[config.mk]
export PLATFORM = sky130hd
export DESIGN_NAME = alu_board_top
export DESIGN_NICKNAME = d
export VERILOG_FILES = /design/src/hw/alu_pkg.sv /design/src/hw/alu_board_top.sv /design/src/hw/alu.sv /design/src/hw/alu_input_ctrl.sv /design/src/hw/button_capture.sv
export SDC_FILE = /design/constraint.sdc
export NUM_CORES = 1
export LEC_CHECK = 0
export BUFFER_PORTS_ARGS = -buffer_cell sky130_fd_sc_hd__buf_2
export CORE_UTILIZATION = 45
export CTS_BUF_LIST = sky130_fd_sc_hd__clkbuf_16
export DETAILED_ROUTE_END_ITERATION = 8
export GPL_TIMING_DRIVEN = 0
export PLACE_DENSITY = 0.76
export SKIP_CTS_REPAIR_TIMING = 1
export SLEW_MARGIN = 5
export SYNTH_ARGS = -nofsm -noshare
export SYNTH_HDL_FRONTEND = slang
export SYNTH_SLANG_ARGS = --single-unit
export TNS_END_PERCENT = 100
[constraint.sdc]
create_clock -name i_clock -period 3.85 [get_ports i_clock]
set_input_delay 0.5775 -clock i_clock [delete_from_list [all_inputs] [get_ports i_clock]]
set_output_delay 0.5775 -clock i_clock [all_outputs]
set_load 0.05 [all_outputs]
[src/hw/alu_pkg.sv]
package alu_pkg;

    // Datapath sizes
    localparam int DATA_W = 8;       // Operand and result width
    localparam int OP_W = 6;         // Funct style operation code
    localparam int SW_W = 16;        // Slide switches on the board

    // Button synchronizer depth
    localparam int SYNC_STAGES = 2;

    // Arithmetic group
    localparam logic [OP_W-1:0] OP_ADD = 6'b100000;
    localparam logic [OP_W-1:0] OP_SUB = 6'b100010;

    // Bitwise logic group
    localparam logic [OP_W-1:0] OP_AND = 6'b100100;
    localparam logic [OP_W-1:0] OP_OR = 6'b100101;
    localparam logic [OP_W-1:0] OP_XOR = 6'b100110;
    localparam logic [OP_W-1:0] OP_NOR = 6'b100111;

    // Shifts, amount taken from operand B
    localparam logic [OP_W-1:0] OP_SRL = 6'b000010;  // Zero fill
    localparam logic [OP_W-1:0] OP_SRA = 6'b000011;  // Sign fill

    // Any code not listed above gives a zero result

    // Operand and result payload
    typedef logic [DATA_W-1:0] operand_t;

    // Operation code payload
    typedef logic [OP_W-1:0] opcode_t;

    // Low switches hold the operand value
    // Low six switches hold the code
    // Upper switches stay unused

    // Three buttons share the switches in time
    // Each press stores one payload

    // Widths checked against the switch bank
    // DATA_W and OP_W both fit inside SW_W

endpackage
[src/hw/alu_board_top.sv]
module alu_board_top (
    input  logic                     i_clock,
    input  logic                     i_rst,
    input  logic [alu_pkg::SW_W-1:0] i_sw,         // Slide switches
    input  logic                     i_button_a,   // Push buttons, raw
    input  logic                     i_button_b,
    input  logic                     i_button_op,
    output alu_pkg::operand_t        o_alu_result  // To the LEDs
);

    // Stored operands between control and ALU
    alu_pkg::operand_t alu_a;
    alu_pkg::operand_t alu_b;
    alu_pkg::opcode_t  alu_op;

    // Switch capture per button
    alu_input_ctrl u_input_ctrl (
        .i_clock     (i_clock),
        .i_rst       (i_rst),
        .i_sw        (i_sw),
        .i_button_a  (i_button_a),
        .i_button_b  (i_button_b),
        .i_button_op (i_button_op),
        .o_alu_a     (alu_a),
        .o_alu_b     (alu_b),
        .o_alu_op    (alu_op)
    );

    // Registered ALU, reads the stored values every cycle
    alu u_alu (
        .i_clock      (i_clock),
        .i_rst        (i_rst),
        .i_alu_a      (alu_a),
        .i_alu_b      (alu_b),
        .i_alu_op     (alu_op),
        .o_alu_result (o_alu_result)
    );

endmodule

[src/hw/alu.sv]
module alu (
    input  logic              i_clock,
    input  logic              i_rst,
    input  alu_pkg::operand_t i_alu_a,
    input  alu_pkg::operand_t i_alu_b,   // Also the shift amount
    input  alu_pkg::opcode_t  i_alu_op,
    output alu_pkg::operand_t o_alu_result
);

    alu_pkg::operand_t result_d;         // Combinational result
    alu_pkg::operand_t result_q;         // LED register
    alu_pkg::operand_t sra_res;
    alu_pkg::operand_t srl_res;

    // Shifts by B as unsigned amount
    // B of DATA_W or more leaves only fill bits
    assign srl_res = i_alu_a >> i_alu_b;
    assign sra_res = alu_pkg::operand_t'($signed(i_alu_a) >>> i_alu_b);

    // Operation select
    always_comb
    begin
        case (i_alu_op)
            alu_pkg::OP_ADD:
                result_d = i_alu_a + i_alu_b;       // Wraps at DATA_W
            alu_pkg::OP_SUB:
                result_d = i_alu_a - i_alu_b;       // Wraps below zero
            alu_pkg::OP_AND:
                result_d = i_alu_a & i_alu_b;
            alu_pkg::OP_OR:
                result_d = i_alu_a | i_alu_b;
            alu_pkg::OP_XOR:
                result_d = i_alu_a ^ i_alu_b;
            alu_pkg::OP_NOR:
                result_d = ~(i_alu_a | i_alu_b);
            alu_pkg::OP_SRL:
                result_d = srl_res;                 // Zero fill
            alu_pkg::OP_SRA:
                result_d = sra_res;                 // Sign fill from A
            default:
                result_d = '0;                      // Undefined code
        endcase
    end

    // Result loads every cycle, one cycle latency
    always_ff @(posedge i_clock)
    begin
        if (i_rst)
        begin
            result_q <= '0;
        end
        else
        begin
            result_q <= result_d;
        end
    end

    assign o_alu_result = result_q;

    // Stored operands and code come out of reset as zero,
    // so every cycle after reset must show a clean LED word
    a_result_known : assert property (
        @(posedge i_clock) disable iff (i_rst)
        !$isunknown(result_q)
    );

endmodule

[src/hw/alu_input_ctrl.sv]
module alu_input_ctrl (
    input  logic                     i_clock,
    input  logic                     i_rst,
    input  logic [alu_pkg::SW_W-1:0] i_sw,        // Shared switch bank
    input  logic                     i_button_a,  // Store operand A
    input  logic                     i_button_b,  // Store operand B
    input  logic                     i_button_op, // Store operation code
    output alu_pkg::operand_t        o_alu_a,
    output alu_pkg::operand_t        o_alu_b,
    output alu_pkg::opcode_t         o_alu_op
);

    // Switch slices per payload
    // Operands use the low DATA_W switches
    logic [alu_pkg::DATA_W-1:0] sw_operand;
    // Code uses the low OP_W switches
    logic [alu_pkg::OP_W-1:0]   sw_opcode;

    assign sw_operand = i_sw[alu_pkg::DATA_W-1:0];
    assign sw_opcode  = i_sw[alu_pkg::OP_W-1:0];

    // Operand A register
    button_capture #(
        .payload_t (alu_pkg::operand_t)
    ) u_cap_a (
        .i_clock  (i_clock),
        .i_rst    (i_rst),
        .i_button (i_button_a),
        .i_value  (sw_operand),
        .o_value  (o_alu_a)
    );

    // Operand B register, same slice as A
    button_capture #(
        .payload_t (alu_pkg::operand_t)
    ) u_cap_b (
        .i_clock  (i_clock),
        .i_rst    (i_rst),
        .i_button (i_button_b),
        .i_value  (sw_operand),
        .o_value  (o_alu_b)
    );

    // Operation code register
    button_capture #(
        .payload_t (alu_pkg::opcode_t)
    ) u_cap_op (
        .i_clock  (i_clock),
        .i_rst    (i_rst),
        .i_button (i_button_op),
        .i_value  (sw_opcode),
        .o_value  (o_alu_op)
    );

endmodule

[src/hw/button_capture.sv]
module button_capture #(
    parameter type payload_t = logic   // Stored switch slice
) (
    input  logic     i_clock,
    input  logic     i_rst,
    input  logic     i_button,         // Raw board level, asynchronous
    input  payload_t i_value,          // Switch slice to store
    output payload_t o_value           // Held until next press
);

    // Synchronizer chain, index 0 sees the pad first
    logic [alu_pkg::SYNC_STAGES-1:0] sync_q;
    logic button_sync;                 // Last stage of the chain
    logic button_prev_q;               // One cycle older copy
    logic press;                       // Rising edge pulse
    payload_t value_q;

    assign button_sync = sync_q[alu_pkg::SYNC_STAGES-1];

    // Shift the raw level through the chain
    always_ff @(posedge i_clock)
    begin
        if (i_rst)
        begin
            sync_q <= '0;
        end
        else
        begin
            sync_q <= {sync_q[alu_pkg::SYNC_STAGES-2:0], i_button};
        end
    end

    // Delayed copy for edge detection
    always_ff @(posedge i_clock)
    begin
        if (i_rst)
            button_prev_q <= 1'b0;
        else
            button_prev_q <= button_sync;
    end

    // High only in the first cycle of a press
    assign press = button_sync & ~button_prev_q;

    // Load once per press; holding does nothing
    always_ff @(posedge i_clock)
    begin
        if (i_rst)
            value_q <= '0;            // Stored payload starts at zero
        else if (press)
            value_q <= i_value;        // Switches sampled here
    end

    assign o_value = value_q;

    // A press stores exactly once, however long the button is held
    a_press_single_cycle : assert property (
        @(posedge i_clock) disable iff (i_rst)
        press |=> !press
    );

endmodule

==> results of run 1 <==
[logic make-up after synthesis]
| group | after synthesis |
|---|---|
| AO/OA/AOI/OAI | 78 |
| XOR/XNOR | 19 |
| adder cells (fa/ha/maj) | 25 |
| buffers and inverters | 39 |
| flip-flops | 39 |
| multiplexers | 27 |
| AND/OR/NAND/NOR | 118 |
[worst max-delay path, cell delays in order, from the launching register on]
cell,delay [ns]
sky130_fd_sc_hd__dfxtp_1,0.45
sky130_fd_sc_hd__or3b_4,0.47
sky130_fd_sc_hd__nor3_4,0.41
sky130_fd_sc_hd__mux2_2,0.42
sky130_fd_sc_hd__fa_1,0.43
sky130_fd_sc_hd__nor2b_1,0.12
sky130_fd_sc_hd__o21ai_0,0.12
sky130_fd_sc_hd__a21boi_0,0.28
sky130_fd_sc_hd__a21oi_1,0.07
sky130_fd_sc_hd__a221oi_1,0.28
sky130_fd_sc_hd__a21oi_1,0.12
[state kept, by name, indices dropped and copies added (netlist names)]
signal                               count
u_input_ctrl.u_cap_b.sync_q              2
u_input_ctrl.u_cap_a.sync_q              2
u_input_ctrl.u_cap_op.o_value            6
u_alu.o_alu_result                       8
u_input_ctrl.u_cap_b.button_prev_q       1
u_input_ctrl.u_cap_b.o_value             8
u_input_ctrl.u_cap_a.o_value             8
u_input_ctrl.u_cap_a.button_prev_q       1
u_input_ctrl.u_cap_op.button_prev_q      1
u_input_ctrl.u_cap_op.sync_q             2
[synth_stat cells, types with 7 or more instances]
| library cell | count |
|---|---|
| sky130_fd_sc_hd__a21oi_1 | 31 |
| sky130_fd_sc_hd__a31oi_1 | 9 |
| sky130_fd_sc_hd__clkbuf_1 | 8 |
| sky130_fd_sc_hd__dfxtp_1 | 39 |
| sky130_fd_sc_hd__ha_1 | 24 |
| sky130_fd_sc_hd__inv_1 | 18 |
| sky130_fd_sc_hd__mux2i_1 | 25 |
| sky130_fd_sc_hd__nand2_1 | 36 |
| sky130_fd_sc_hd__nand3_1 | 7 |
| sky130_fd_sc_hd__nor2_1 | 35 |
| sky130_fd_sc_hd__nor2b_1 | 13 |
| sky130_fd_sc_hd__o21ai_0 | 13 |
| sky130_fd_sc_hd__xnor2_1 | 17 |
[stage by stage]
stage / worst slack [ns] / cells / total power (uW) / area [um2] / hold slack [ns]
2_1_floorplan: 1.01 / 345 / 598 / 2830 / 0.414
3_3_place_gp: 0.650 / 440 / 645 / 3030 / 0.422
3_5_place_dp: 0.573 / 440 / 648 / 3030 / 0.428
4_1_cts: 0.565 / 447 / 1110 / 3190 / 0.445
5_1_grt: 0.370 / 447 / 1150 / 3190 / 0.476
6_report: 0.541 / 447 / 1100 / 3190 / 0.440
[per-layer routing]
metal	vias up	wire length, um
met4	0	179
li1	1249	-
met2	121	3390
met1	1163	3200
met3	16	484
met5	-	0
[worst paths after layout]
kind | endpoint | slack [ns]
min | u_input_ctrl.u_cap_b.sync_q[1] | 0.44
max | u_alu.o_alu_result[4] | 0.54
max reg2reg | u_alu.o_alu_result[4] | 0.54
min reg2reg | u_input_ctrl.u_cap_b.sync_q[1] | 0.44
[layout make-up]
class	instances	area, um2
fill	547	2800
multi-input combinational	267	1870
sequential	39	781
clock buffer	5	125
buffer	19	110
timing repair buffer	20	100
tap	75	93.8
inverter	20	75.1
clock inverter	2	37.5
[power breakdown]
group / switching [uW] / leakage [uW] / internal [uW]
Sequential: 13.9 / 0.000317 / 415
Combinational: 121 / 0.000849 / 92.8
Clock: 159 / 0.0000759 / 302
Total: 295 / 0.00124 / 810
==> results.txt, run 1 <==
The synthesized design contains 39 register bits. Async set-reset flop share out of synthesis: 0. Pin placement for this block handled 29 I/O pins. The total global routing track utilization was 0.236.

The synthesized-area fraction occupied by ao, oa, aoi and oai cells is 0.170. After floorplanning, the core was divided into 28 placement rows. The run gives 0.275 as the sequential-to-total area share from yosys stat. The global routing usage on met2 was 0.384. The logs give 0 for the hold violation total from the final report and 6620 um2 for the overall die area. The dominant register cell in the synthesized netlist is sky130_fd_sc_hd__dfxtp_1. TritonCTS built the clock tree. The area share of the leading cell type in the synthesized netlist was 0.275. For the global route total overflow, the log shows 0. The number of sinks driven by the clock tree was 39; the antenna violation net count after detailed routing was 0. Measured along the y axis, the die boundary spans 81.4 um. The tools report the cell leakage power as 0.00124 uW. Each instance of the synthesized netlist takes up on average 8.21 um2. After synthesis, the netlist uses 54 different library cells.

The initial core utilization is 0.473, and the count of pins over their slew limit is 0. For the global routing met3 resource utilization, the log shows 0.0427. By startpoint and endpoint, the worst setup path is classified as reg2reg. In this run the power density over the cells is 346 nW/um2. The number of H-tree branching levels is 2. The met1 capacity usage during global routing was 0.306.

After synthesis, the largest family of logic cells by area is simple AND/OR/NAND/NOR gates. Leaving out fill and tap cells, the most frequent cell in the layout is sky130_fd_sc_hd__dfxtp_1. The number of antenna diodes in the final layout is 0. The run gives 0.964 as the routability-driven placement congestion ratio. Entering global routing, the biggest net connects 13 pins. The ratio of final minimum period to clock period is 0.860. The number of maximum-capacitance constraint violations is 0, and the simple-gate area share of the yosys netlist is 0.218. The run finished with clean final reports. The largest total area in the synthesized netlist belongs to sky130_fd_sc_hd__dfxtp_1. In the layout the commonest cells are sky130_fd_sc_hd__dfxtp_1, sky130_fd_sc_hd__nand2_1, sky130_fd_sc_hd__nor2_1.

Wire length per cell: 16.2 um. The synthesized netlist occupies a cell area of 2830 um2. Timing would allow up to 302 MHz. The number of cells on the worst hold path was 1.

The number of nets in the synthesized netlist is 391. The wire-length estimate of the detail-placed layout is 5.59 mm. Tracing the worst setup path back leads to its startpoint at u_input_ctrl.u_cap_op.o_value[5]. The source-to-sink clock delay at the later pin of the worst-skew pair came out at 0.28 ns. The area growth from synthesis to layout is 12.6%. During synthesis, Yosys emitted a total of 0 warnings.

The pre-antenna-repair detailed-routing pass consisted of 8 iterations. The worst setup path is captured at a flip-flop. The maximum clock skew at final layout was 0.00632 ns; the number of endpoints failing setup at the final stage was 0. For the worst flop-to-flop path, the logic depth is 10. The run gives 418 as the number of nets at the end of the flow. The worst hold path begins at u_input_ctrl.u_cap_b.sync_q[0]. Setup repair after global routing left no endpoint under its margin. Data on the critical path is required at its endpoint by 4.00 ns. The first global-routing pass estimated 11.8 mm of wire.

The multiplexer area fraction after synthesis was 0.0962. STA classifies the critical path startpoint as a flip-flop. The adder and majority cell fraction of the synthesized area is 0.113. The remaining max-slew budget at the tightest pin is 0.563, and the number of clock buffers inserted by TritonCTS is 5. The routed design has 7.25 mm of wire. For the pin with the worst max-slew slack, the measured transition is 0.656 ns. The x dimension of the die came out at 81.4 um. Share of post-route cells with drive strength above 1: 0.132.

The sum of negative setup slack is 0 ns. By area the synthesized netlist is led by sky130_fd_sc_hd__dfxtp_1, sky130_fd_sc_hd__ha_1, sky130_fd_sc_hd__mux2i_1. The root buffer cell was sky130_fd_sc_hd__clkbuf_16. The worst register-to-register path begins at u_input_ctrl.u_cap_op.o_value[5].

VDD sags by at most 0.000270 V. The worst hold path belongs to the class reg2reg. The floorplan core area is 5990 um2.

The utilization of the core after routing is 0.533. Subtracting the final worst setup slack from the clock period gives 3.31 ns. The via count of the first global-routing pass is 2334, and the total number of vias is 2549. The most heavily used metal layer in global routing was met2.

The clock tree buffer depth was 2; the number of synthesized flops with an enable pin was 0. The count of buffers from port buffering came out at 20. The parity-gate share of the synthesized area counting xor and xnor cells is 0.0614, and the clock transition at the register clock pins on the worst setup and hold paths after CTS is 0.06 ns.

Counting every instance in the synthesized netlist gives 345. The ratio of routed vias to standard cells was 5.70. For the initial antenna violation count, the log shows 0. For this run, design rule violations remaining after detail routing come to 0. Of all nets on the critical path, the largest fanout is 8. The data arrival time of the critical path came out at 3.46 ns. The iteration-0 DRC count of the detailed router came out at 294.
(Power assumes the default switching activity.)
==> run 2, diff against run 1 <==
- ABC_CLOCK_PERIOD_IN_PS: unset -> 3850
- CORE_UTILIZATION: 45 -> 59
- PLACE_DENSITY: 0.76 -> 0.92
==> run 2 against run 1 <==
Wire length grew 4.5%. Non-clock buffer count is the same. Register-to-register slack lost 0.23 ns. Largest cell class unchanged.
==> results.txt, run 2 (synthesis results as in run 1) <==
The count of standard-cell rows was 24 (-14%). Start-to-end type of the worst setup path: reg2reg. The run gives 0 (unchanged) as the number of maximum-capacitance constraint violations. The logs give 0.960 (-0.38%) for the routability-driven placement congestion ratio and 3.51 mm (+3.5%) for the wire length on met2.

Traced cell by cell, the critical path runs through or3b_4 -> nor3_4 -> mux2_2 -> fa_1 -> nor2b_1 -> o21ai_0 -> a21boi_0 -> a21oi_1 -> a221oi_1 -> a21oi_1. The run finished with clean final reports. Initial antenna violation count: 0 (unchanged).

The peak fanout along the critical path is 8 (unchanged). The x dimension of the die is 71.3 um (-12%). The most frequent cell on the critical path is sky130_fd_sc_hd__a21oi_1. The number of cells on the worst hold path works out to 1 (unchanged).

For the number of optimization iterations in the first detailed-route pass, the log shows 7 (-1). The source-to-sink clock delay at the later pin of the worst-skew pair is 0.28 ns (about the same). The cell leakage power was 0.00125 uW (+0.48%); the pre-CTS setup slack was 0.473 ns (-0.101 ns). The clock transition at the register clock pins on the worst setup and hold paths after CTS came out at 0.06 ns (about the same). The uppermost signal routing layer after detailed routing is met4.

The logs give 2637 (+13%) for the via count of the first global-routing pass and 0.000268 V (-0.54%) for the worst voltage drop across the vdd grid. The final wirelength was 7.58 mm (+4.5%). Most common cell after layout, fill and taps aside: sky130_fd_sc_hd__dfxtp_1. The count of pins over their slew limit was 0 (unchanged).

For the initial core utilization, the log shows 0.633 (+0.160). The highest-delay cell along the critical path was sky130_fd_sc_hd__or3b_4. The logs give 0 (unchanged) for the number of endpoints failing setup at the final stage and 0.314 ns (-0.227 ns) for the minimum setup slack in the final design.

The number of placed instances with taps included is 417 (-5.2%). The logs give 343 (-37%) for the number of fill cells and 2 (unchanged) for the number of H-tree branching levels. For the overall die area, the log shows 5080 um2 (-23%). The tools report the critical path capture point type as a flip-flop. The wire length per cell came out at 17.8 um (+9.9%). The tools report the number of inserted diodes as 0 (unchanged).

For the iteration-0 DRC count of the detailed router, the log shows 316 (+7.5%). TritonCTS built the clock tree. Number of nets at the end of the flow: 418 (unchanged). The data required time at the worst endpoint came out at 4.01 ns (about the same). The tightest min-delay check is of the reg2reg type.

Grouping stages by cell kind, the critical path spends the most delay in compound AO/OA/AOI/OAI gates. For the total number of vias, the log shows 2699 (+5.9%). The wire length of the first global-routing pass is 12.6 mm (+7.2%), and the remaining max-slew budget at the tightest pin is 0.564 (+0.00114).

The routed length on met1 was 3.08 mm (-3.8%). The logic depth of the worst path, buffers included works out to 10 (unchanged). The fmax is 283 MHz (-6.4%), and the antenna violation net count after detailed routing is 0 (unchanged).

Source of the worst hold timing path: u_input_ctrl.u_cap_a.sync_q[0]. The total global routing track utilization is 0.320 (+0.0832). The worst hold slack across all endpoints was 0.449 ns (+0.00977 ns); the floorplan core area was 4470 um2 (-25%).

The setup slack of the most critical reg-to-reg path was 0.31 ns (-0.23 ns); the count of buffers from port buffering was 20 (unchanged). The routed length on met3 is 667 um (+38%), and the number of top-level pins is 29 (unchanged). The endpoint with the worst hold slack is u_input_ctrl.u_cap_a.sync_q[1]. The final cell count without fillers came out at 425 (-4.9%).

The ratio of total power to cell area came out at 358 nW/um2 (+3.5%). The worst-case reg-to-reg path depth was 10 (unchanged); the data arrival time of the critical path was 3.69 ns (+0.23 ns). In the layout the commonest cells are sky130_fd_sc_hd__dfxtp_1, sky130_fd_sc_hd__nand2_1, sky130_fd_sc_hd__nor2_1. The ratio of final minimum period to clock period is 0.919 (+0.0590).

Clock tree buffer depth: 2 (unchanged). The number of clock buffers inserted by TritonCTS was 5 (unchanged). The largest stage delay on the critical path was 0.47 ns (about the same). The number of design rule violations left after detail routing is 0 (unchanged), and the final cell area excluding filler cells is 3170 um2 (-0.75%).

The share of post-route cells with drive strength above 1 is 0.131 (-0.000353). STA classifies the critical path startpoint as a flip-flop. Pin count of the biggest net entering global routing: 14 (+1). Setup repair after global routing left no endpoint under its margin. The global route total overflow was 0 (unchanged). The overall die height was 71.3 um (-12%); the estimated wirelength of the detail-placed design was 5.61 mm (+0.33%).

The capture point of the worst reg-to-reg path is u_alu.o_alu_result[4]. The sum of negative setup slack was 0 ns (unchanged). The shortest clock period the worst path allows after layout came out at 3.54 ns (+0.227 ns).

The layout overhead on the synthesized area came out at 11.7%. The worst-margin pin slew was 0.654 ns (-0.00172 ns). The tree is rooted in a sky130_fd_sc_hd__clkbuf_16. Worst path buffer plus inverter count: 0 (unchanged).

The run gives 0 (unchanged) as the hold violation total from the final report. The ratio of routed vias to standard cells is 6.35 (+11%), and the number of sinks driven by the clock tree is 39 (unchanged). The maximum clock skew at final layout is 0.00301 ns (-0.00331 ns), and the placed cell area is 3000 um2 (-0.95%). In this run the critical register-to-register path is launched from u_input_ctrl.u_cap_op.o_value[5].
run 2: cell count changes in the layout (fill, tap and decap cells not counted):
cell	delta
sky130_fd_sc_hd__clkinvlp_4	-1
sky130_fd_sc_hd__inv_6	+1
sky130_fd_sc_hd__clkinv_1	+1
run 2: through the flow:
stage / util / total power, uW
floorplan: - / 598
global placement: 0.670 / 648
detailed placement: 0.670 / 653
CTS: 0.708 / 1130
global route: 0.708 / 1170
finish: 0.708 / 1130
run 2: how the worst max path moves through the flow:
stage / from / endpoint
6_report: u_input_ctrl.u_cap_op.o_value[5] / u_alu.o_alu_result[4]
5_1_grt: u_input_ctrl.u_cap_op.o_value[5] / u_alu.o_alu_result[4]
4_1_cts: u_input_ctrl.u_cap_op.o_value[5] / u_alu.o_alu_result[4]
3_5_place_dp: u_input_ctrl.u_cap_op.o_value[5] / u_alu.o_alu_result[4]
3_3_place_gp: u_input_ctrl.u_cap_op.o_value[5] / u_alu.o_alu_result[4]
2_1_floorplan: u_input_ctrl.u_cap_op.o_value[5] / u_alu.o_alu_result[4]
run 2: layer usage:
metal	global-route usage	vias up
li1	-	1256
met1	0.389	1261
met2	0.535	152
met3	0.0647	30
met4	0.164	0
met5	0	-
run 2: cell type report:
class / count / area (um2) / area share
multi-input cells: 267 / 1870 / 0.590
clock inverters: 3 / 42.5 / 0.0134
plain buffers: 19 / 110 / 0.0348
clock buffers: 5 / 125 / 0.0395
well taps: 52 / 65.1 / 0.0205
repair buffers: 20 / 100 / 0.0316
inverters: 20 / 75.1 / 0.0237
flip-flops and latches: 39 / 781 / 0.247
run 2: where the power goes:
group	switching, uW	internal, uW	leakage, uW
registers	13.7	415	0.000317
clock network	174	306	0.0000818
logic	132	93.4	0.000849
